[config.mk]
export PLATFORM = sky130hd
export DESIGN_NAME = axu_dec_top
export DESIGN_NICKNAME = d
export VERILOG_FILES = /design/src/logic/axu_dec_pkg.sv /design/src/logic/axu_dec_top.sv /design/src/logic/axu_ex0_stage.sv /design/src/logic/axu_ldst_decode.sv /design/src/logic/axu_ldst_tag.sv
export SDC_FILE = /design/constraint.sdc
export NUM_CORES = 1
export LEC_CHECK = 0
export BUFFER_PORTS_ARGS = -buffer_cell sky130_fd_sc_hd__buf_4
export CAP_MARGIN = 5
export CORE_MARGIN = 8
export CORE_UTILIZATION = 37
export DETAILED_ROUTE_END_ITERATION = 6
export PLACE_DENSITY = 0.78
export SETUP_SLACK_MARGIN = 0.1
export SLEW_MARGIN = 20
export SYNTH_ARGS = -nofsm -noshare
export SYNTH_HDL_FRONTEND = slang
export SYNTH_SLANG_ARGS = --single-unit
[constraint.sdc]
create_clock -name nclk -period 1.9 [get_ports nclk]
set_input_delay 0.38 -clock nclk [delete_from_list [all_inputs] [get_ports nclk]]
set_output_delay 0.38 -clock nclk [all_outputs]
set_load 0.05 [all_outputs]
[src/logic/axu_dec_pkg.sv]
package axu_dec_pkg;

   // Thread and register pool sizing
   localparam int threads      = 2;
   localparam int threads_enc  = 1;
   localparam int gpr_pool_enc = 6;

   // Writeback tag holds three format flags, the target register and the thread number
   localparam int ldst_tag_w = 3 + gpr_pool_enc + threads_enc;

   // All vectors keep Power numbering, bit 0 is the most significant
   typedef logic [0:31]              instr_t;
   typedef logic [0:threads-1]       tid_t;
   typedef logic [0:threads_enc-1]   tid_enc_t;
   typedef logic [0:gpr_pool_enc-1]  gpr_tag_t;
   typedef logic [0:5]               ldst_size_t;
   typedef logic [0:ldst_tag_w-1]    ldst_tag_t;
   typedef logic [0:15]              dimm_t;

   // Primary opcodes
   localparam logic [0:5] op_x_form    = 6'd31;
   localparam logic [0:5] op_fp_d_base = 6'd48;

   // Extended opcodes of the ex0 predecoded forms
   localparam logic [0:9] xo_extload  = 10'd607;
   localparam logic [0:9] xo_extstore = 10'd735;

   // X-form floating loads and stores
   localparam logic [0:9] xo_lfsx   = 10'd535;
   localparam logic [0:9] xo_lfsux  = 10'd567;
   localparam logic [0:9] xo_lfdx   = 10'd599;
   localparam logic [0:9] xo_lfdux  = 10'd631;
   localparam logic [0:9] xo_stfsx  = 10'd663;
   localparam logic [0:9] xo_stfsux = 10'd695;
   localparam logic [0:9] xo_stfdx  = 10'd727;
   localparam logic [0:9] xo_stfdux = 10'd759;

   // Integer-word forms
   localparam logic [0:9] xo_lfiwax = 10'd855;
   localparam logic [0:9] xo_lfiwzx = 10'd887;
   localparam logic [0:9] xo_stfiwx = 10'd983;

   // One-hot size codes, the set bit gives the access length
   localparam ldst_size_t size_word  = 6'b000100;
   localparam ldst_size_t size_dword = 6'b001000;

endpackage

[src/logic/axu_dec_top.sv]
`timescale 1ns/1ps

module axu_dec_top
   import axu_dec_pkg::*;
(
   input  logic       nclk,
   input  logic       arst_n,
   input  instr_t     ex0_instr,
   input  logic       ex0_vld,
   input  tid_t       ex1_tid,
   input  gpr_tag_t   ex1_t3_p,
   output logic       ex0_extload,
   output logic       ex0_extstore,
   output logic       ex1_ldst_v,
   output logic       ex1_st_v,
   output ldst_size_t ex1_ldst_size,
   output logic       ex1_ldst_update,
   output logic       ex1_ldst_indexed,
   output dimm_t      ex1_ldst_dimm,
   output ldst_tag_t  ex1_ldst_tag
);

   instr_t ex1_instr;
   logic   ex1_vld;
   logic   single_ldst;
   logic   int_word_ldst;
   logic   sign_ext_ldst;

   axu_ex0_stage ex0_stage_i (
      .nclk         (nclk),
      .arst_n       (arst_n),
      .ex0_instr    (ex0_instr),
      .ex0_vld      (ex0_vld),
      .ex0_extload  (ex0_extload),
      .ex0_extstore (ex0_extstore),
      .ex1_instr    (ex1_instr),
      .ex1_vld      (ex1_vld)
   );

   axu_ldst_decode ldst_decode_i (
      .ex1_instr     (ex1_instr),
      .ex1_vld       (ex1_vld),
      .ldst_v        (ex1_ldst_v),
      .st_v          (ex1_st_v),
      .update        (ex1_ldst_update),
      .indexed       (ex1_ldst_indexed),
      .size          (ex1_ldst_size),
      .dimm          (ex1_ldst_dimm),
      .single_ldst   (single_ldst),
      .int_word_ldst (int_word_ldst),
      .sign_ext_ldst (sign_ext_ldst)
   );

   // Thread and target come from the queue in ex1 and bypass the latch
   axu_ldst_tag ldst_tag_i (
      .ex1_tid       (ex1_tid),
      .ex1_t3_p      (ex1_t3_p),
      .single_ldst   (single_ldst),
      .int_word_ldst (int_word_ldst),
      .sign_ext_ldst (sign_ext_ldst),
      .ldst_tag      (ex1_ldst_tag)
   );

endmodule

[src/logic/axu_ex0_stage.sv]
`timescale 1ns/1ps

module axu_ex0_stage
   import axu_dec_pkg::*;
(
   input  logic   nclk,
   input  logic   arst_n,
   input  instr_t ex0_instr,
   input  logic   ex0_vld,
   output logic   ex0_extload,
   output logic   ex0_extstore,
   output instr_t ex1_instr,
   output logic   ex1_vld
);

   logic       ex0_is_x_form;
   logic [0:9] ex0_xo;

   assign ex0_is_x_form = (ex0_instr[0:5] == op_x_form);
   assign ex0_xo        = ex0_instr[21:30];

   // The load/store queue needs these a cycle early to steer the external-PID path
   assign ex0_extload  = ex0_is_x_form && (ex0_xo == xo_extload);
   assign ex0_extstore = ex0_is_x_form && (ex0_xo == xo_extstore);

   // Only the valid bit is control state here
   always_ff @(posedge nclk or negedge arst_n) begin
      if (!arst_n) begin
         ex1_vld <= 1'b0;
      end else begin
         ex1_vld <= ex0_vld;
      end
   end

   // The instruction moves every cycle, so ex1 always sees last cycle's word
   always_ff @(posedge nclk) begin
      ex1_instr <= ex0_instr;
   end

endmodule

[src/logic/axu_ldst_decode.sv]
`timescale 1ns/1ps

module axu_ldst_decode
   import axu_dec_pkg::*;
(
   input  instr_t     ex1_instr,
   input  logic       ex1_vld,
   output logic       ldst_v,
   output logic       st_v,
   output logic       update,
   output logic       indexed,
   output ldst_size_t size,
   output dimm_t      dimm,
   output logic       single_ldst,
   output logic       int_word_ldst,
   output logic       sign_ext_ldst
);

   logic [0:5] pri;
   logic [0:9] xo;
   logic       ld_st;
   logic       dbl;

   assign pri = ex1_instr[0:5];
   assign xo  = ex1_instr[21:30];

   always_comb begin
      ld_st         = 1'b0;
      st_v          = 1'b0;
      update        = 1'b0;
      indexed       = 1'b0;
      dbl           = 1'b0;
      single_ldst   = 1'b0;
      int_word_ldst = 1'b0;
      sign_ext_ldst = 1'b0;

      if (pri[0:2] == op_fp_d_base[0:2]) begin
         // D-form 48 to 55, the low three opcode bits are store, double and update
         ld_st       = 1'b1;
         st_v        = pri[3];
         dbl         = pri[4];
         update      = pri[5];
         single_ldst = !pri[4];
      end else if (pri == op_x_form) begin
         case (xo)
            xo_lfsx, xo_lfsux, xo_lfdx, xo_lfdux,
            xo_stfsx, xo_stfsux, xo_stfdx, xo_stfdux: begin
               // Same three attributes as the D-form twin, two bits further down
               ld_st       = 1'b1;
               indexed     = 1'b1;
               st_v        = xo[2];
               dbl         = xo[3];
               update      = xo[4];
               single_ldst = !xo[3];
            end
            xo_lfiwax: begin
               ld_st         = 1'b1;
               indexed       = 1'b1;
               int_word_ldst = 1'b1;
               sign_ext_ldst = 1'b1;
            end
            xo_lfiwzx: begin
               ld_st         = 1'b1;
               indexed       = 1'b1;
               int_word_ldst = 1'b1;
            end
            xo_stfiwx: begin
               ld_st         = 1'b1;
               indexed       = 1'b1;
               st_v          = 1'b1;
               int_word_ldst = 1'b1;
            end
            default: begin
               ld_st = 1'b0;
            end
         endcase
      end
   end

   // Integer-word forms move a 4-byte word like the singles do
   always_comb begin
      if (!ld_st) begin
         size = '0;
      end else if (dbl) begin
         size = size_dword;
      end else begin
         size = size_word;
      end
   end

   assign ldst_v = ld_st & ex1_vld;

   // Carried for all forms, the queue ignores it on indexed accesses
   assign dimm = ex1_instr[16:31];

endmodule

[src/logic/axu_ldst_tag.sv]
`timescale 1ns/1ps

module axu_ldst_tag
   import axu_dec_pkg::*;
(
   input  tid_t      ex1_tid,
   input  gpr_tag_t  ex1_t3_p,
   input  logic      single_ldst,
   input  logic      int_word_ldst,
   input  logic      sign_ext_ldst,
   output ldst_tag_t ldst_tag
);

   tid_enc_t tid_enc;

   // Each active thread bit contributes its own index, so a one-hot vector
   // folds into its binary number
   always_comb begin
      tid_enc = '0;
      for (int i = 0; i < threads; i++) begin
         tid_enc = tid_enc | (tid_enc_t'(i) & {threads_enc{ex1_tid[i]}});
      end
   end

   // Format flags lead so the FPU can pick its conversion before the register lookup
   assign ldst_tag = {single_ldst, int_word_ldst, sign_ext_ldst, ex1_t3_p, tid_enc};

endmodule

==> metrics.txt, run 1 <==
initial antenna violation count 0; final hold violation count 0; drt total wl 2240 um; most common cell in the synthesized netlist buf_4; DIE AREA 4440 sq um; Final WS setup -92.5 ps; FMAX 502 MHz; Antenna Nets Post-Route 0; synthesized area per cell 11.2 sq um; unrepaired setup endpoints after global routing yes; hold path depth 1; HP Class in -> reg; failing checks setup timing; CP max stage cell dfxtp_1; Area after DPL 1180 sq um; sequential area share after synthesis 49.0%; proportion of layout cells with a drive suffix above 1 66.4%; Diodes inserted 0; pin count of the biggest net entering global routing 13; die height 66.7 um; CTS tree yes; CP delay by family, top compound AO/OA/AOI/OAI gates; list of most frequent post-synthesis cells 30 x buf_4, 22 x dfxtp_1, 3 x a32o_1, 3 x nand4b_1; Worst setup EP type primary output; Worst EP required 1520 ps; Via density 4.49; cells after synthesis 85; final net count 160; Netlist cell types 27; Reg area 475 sq um; Area Growth Syn to Fin 40.6%; hold slack 174 ps; core area 2450 sq um; Setup CP Type reg -> out; leakage power 0.000631 uW; Top FF cell, synth dfxtp_1; GRT Overall Usage 10.1%; first-pass GRT wire length 3480 um; WL per Instance 15.4 um; IO Pins 81; Tcrit/Tclk final 105%; CTS Buf Count 3; H-tree depth 1; asr flop ratio synth 4.35%; hold path endpoint ex0_stage_i.ex1_instr[15]$_DFF_P_; DP HPWL 1860 um; design area 1340 sq um; multi-input logic area 313 sq um; Max Slew Vio Count 0; port bufs 51; routability cong. 0.787; CTS Sinks 23; Root Driver clkbuf_4; Worst EP arrival 1610 ps; CP max stage delay 320 ps; drc violations 0; cell area after synthesis 950 sq um; endpoints failing setup 8; min-delay src ex0_instr[15]; Post-synth EDFFs 0; cell taking the most area after synthesis dfxtp_1; crit path launch type flop; #FFs+latches synth 23; CTS clk-pin slew, worst paths 110 ps; Worst Path Max Fanout 3; min cycle time layout 1990 ps; peak supply drop 0.000624 V; Overflow after GRT 0; Starting Density 38.7%; status complete, but fails checks; CP Buf/Inv Count 2; synth top area cells dfxtp_1 46%, buf_4 24%, a32o_1 3.2%; Fillers 212; DR vias 655; pwr dens 709 nW/um^2; drt initial violations 3; top cell type's share of synthesized area 46.4%; CP Cell Sequence nand4b_1 -> a2111oi_4 -> buf_4 -> o21a_4 -> buf_8; row cnt 18; vias in the first global route 755; DR pass1 iterations 4; Yosys warning count 0; Clock Path Buffers 2; Max-Cap Viols 0; die width 66.7 um
[logic make-up (layout without fill, tap and decap cells)]
| kind of cell | count (synthesis) | after routing | synth area share (%) |
|---|---|---|---|
| compound gates | 10 | 10 | 10.7 |
| buf+inv | 33 | 61 | 24.9 |
| flops | 23 | 23 | 49.0 |
| other cells | 1 | 4 | 0.395 |
| simple gates | 18 | 18 | 15.0 |
[layout make-up]
cell class / count / area share, %
sequential: 23 / 35.6
multi-input combinational: 32 / 23.4
tap: 30 / 2.81
inverter: 2 / 0.562
clock buffer: 4 / 1.97
timing repair buffer: 55 / 35.6
[report_power, final]
group	internal (uW)	switching [uW]
Combinational	77.7	128
Sequential	509	20.4
Clock	81.7	130
Total	669	278
[registers in the layout (all words and copies together) (netlist names)]
name / count
ex0_stage_i.ex1_instr: 22
ex0_stage_i.ex1_vld: 1
[placed cells by master (no fill, tap or decap), types with 2 or more instances in the layout]
master    count
a32o_2        2
dfxtp_1      16
and4_4        2
buf_4        44
nand4b_1      3
nor2_1        2
clkbuf_4      3
inv_1         2
dfxtp_2       5
buf_8         6
conb_1        4
buf_6         4
[worst max-delay path by stage]
stage | startpoint | end | depth (start not counted)
after detailed placement | ex0_instr[31] | ex0_extload | 5
after global placement | ex0_instr[31] | ex0_extload | 5
after floorplan | ex0_stage_i.ex1_instr[7]$_DFF_P_ | ex1_ldst_v | 3
after CTS | ex0_stage_i.ex1_instr[7]$_DFF_P_ | ex1_ldst_v | 5
after global routing | ex0_stage_i.ex1_instr[31]$_DFF_P_ | ex1_ldst_tag[8] | 4
final | ex0_stage_i.ex1_instr[31]$_DFF_P_ | ex1_ldst_v | 5
[routing by layer]
metal | up-vias | wire length, um | GRT usage (%)
li1 | 322 | - | -
met4 | 0 | 20 | 5.07
met5 | - | 0 | 0
met1 | 287 | 877 | 10.9
met2 | 42 | 1030 | 16.1
met3 | 4 | 318 | 4.87
[through the flow]
| stage | worst slack (ps) | instances | util (%) | setup TNS [ps] | power, uW |
|---|---|---|---|---|---|
| global placement | 101 | 139 | 48.0 | 0 | 729 |
| global route | -183 | 146 | 54.4 | -1440 | 990 |
| CTS | -137 | 146 | 53.2 | -834 | 953 |
| floorplan | -181 | 88 | - | -330 | 720 |
| finish | -92.5 | 146 | 54.4 | -590 | 947 |
| detailed placement | 79.6 | 139 | 48.0 | 0 | 733 |
[repair_timing]
action,CTS,global route
hold buffers,1,0
hold endpoints to repair,1,0
pin swaps,6,6
endpoints found under the setup margin,10,11
gates resized for setup,22,9
buffers inserted,2,0
(Power assumes the default switching activity.)
==> run 2, diff against run 1 <==
Settings changed: MAX_ROUTING_LAYER set to met4.
==> metrics.txt, run 2 (synthesis gave the netlist of run 1 again) <==
IO Pins 81; endpoints failing setup 8; Final WS setup -92.5 ps; most frequent cells in the layout 44 x buf_4, 15 x dfxtp_1, 6 x dfxtp_2, 6 x buf_8; Max-Cap Viols 0; Finished Layout Cells 146; Max Slew Vio Count 0; drc violations 0; crit path launch type flop; Clk network pwr share 22.5%; Top Usage Layer GRT met2; port bufs 51; Antenna Nets Post-Route 0; Worst EP arrival 1610 ps; DIE AREA 4440 sq um; FMAX 502 MHz; CTS clk-pin slew, worst paths 120 ps; proportion of layout cells with a drive suffix above 1 67.2%; DR pass1 iterations 4; post-layout util 54.4%; Fillers 212; met1 usage 11.0%; peak supply drop 0.000624 V; die height 66.7 um; design area 1340 sq um; final net count 160; Regs by FF count ex0_stage_i.ex1_instr: 22 flops, ex0_stage_i.ex1_vld: 1 flops; final hold violation count 0; core area 2450 sq um; max reg flops 22; CTS Sinks 23; met2 GRT Util 16.2%; critical path startpoint ex0_stage_i.ex1_instr[31]$_DFF_P_; min-delay src ex0_instr[15]; pin count of the biggest net entering global routing 13; Worst Path Max Fanout 3; Worst EP required 1520 ps; sw power 280 uW; failing checks setup timing; Clock Path Buffers 2; unrepaired setup endpoints after global routing yes; status complete, but fails checks; H-tree depth 1; Setup CP Type reg -> out; Overflow after GRT 0; DR vias 656; Reg area 477 sq um; combinational group share of total power 21.7%; Root Driver clkbuf_4; DP HPWL 1860 um; Tcrit/Tclk final 105%; drt total wl 2240 um; WL per Instance 15.4 um; Placed Instances 139; Sw Share 29.5%; Seq pwr share 55.9%; Cell Int Power 669 uW; die width 66.7 um; multi-input logic area 313 sq um; Starting Density 38.7%; GRT Overall Usage 10.5%; Via density 4.49; pwr dens 710 nW/um^2; Worst setup EP type primary output; CTS Buf Count 3; Area Growth Syn to Fin 40.7%; Diodes inserted 0; Area after DPL 1180 sq um; routability cong. 0.798; drt initial violations 3; initial antenna violation count 0; CTS tree yes; GRT met3 Usage 5.03%; first-pass GRT wire length 3490 um; row cnt 18; largest reg by FF count ex0_stage_i.ex1_instr; min cycle time layout 1990 ps; most common cell after layout, fill and taps aside buf_4; leakage power 0.000631 uW; setup TNS -591 ps; vias in the first global route 754; HP Class in -> reg
run 2: per-layer routing:
layer / vias up / wire length [um]
met2: 42 / 1020
li1: 323 / -
met3: 4 / 290
met5: - / 0
met4: 0 / 17
met1: 287 / 911
run 2: final timing paths:
path | end | slack, ps | depth (start not counted)
worst min-delay path | ex0_stage_i.ex1_instr[15]$_DFF_P_ | 170 | 1
max in group asynchronous | ex0_stage_i.ex1_vld$_DFF_PN0_ | 1450 | 2
min in group asynchronous | ex0_stage_i.ex1_vld$_DFF_PN0_ | 370 | 2
worst max-delay path | ex1_ldst_v | -90 | 5
run 2: area by class of cell:
cell class,count,share of cell area [%]
multi-input combinational,32,23.4
inverter,2,0.562
sequential,23,35.7
tap,30,2.81
clock buffer,4,1.97
timing repair buffer,55,35.6
run 2: per-stage QoR:
stage                     setup WS, ps  hold slack (ps)  total power (uW)
after global routing              -188              139               995
after detailed placement          79.6              158               733
after global placement             101              156               729
after CTS                         -137              165               953
final                            -92.5              172               949
after floorplan                   -181             84.4               720
run 2: critical path: stages (launching register included):
cell	delay (ps)
dfxtp_1	320
nand4b_1	290
a2111oi_4	250
buf_4	190
o21a_4	130
buf_8	130
run 2: what timing repair did:
item	CTS	global route
endpoints found under the hold margin	1	0
hold buffers	1	0
pin swaps	6	6
setup buffers	2	0
resized for setup	22	10
setup endpoints to repair	10	11
run 2: power groups by stage:
| stage | combinational [uW] | clock, uW | sequential (uW) |
|---|---|---|---|
| 2_1_floorplan | 187 | 0 | 533 |
| 3_3_place_gp | 192 | 0 | 537 |
| 3_5_place_dp | 195 | 0 | 538 |
| 4_1_cts | 206 | 220 | 527 |
| 5_1_grt | 216 | 246 | 534 |
| 6_report | 206 | 213 | 530 |
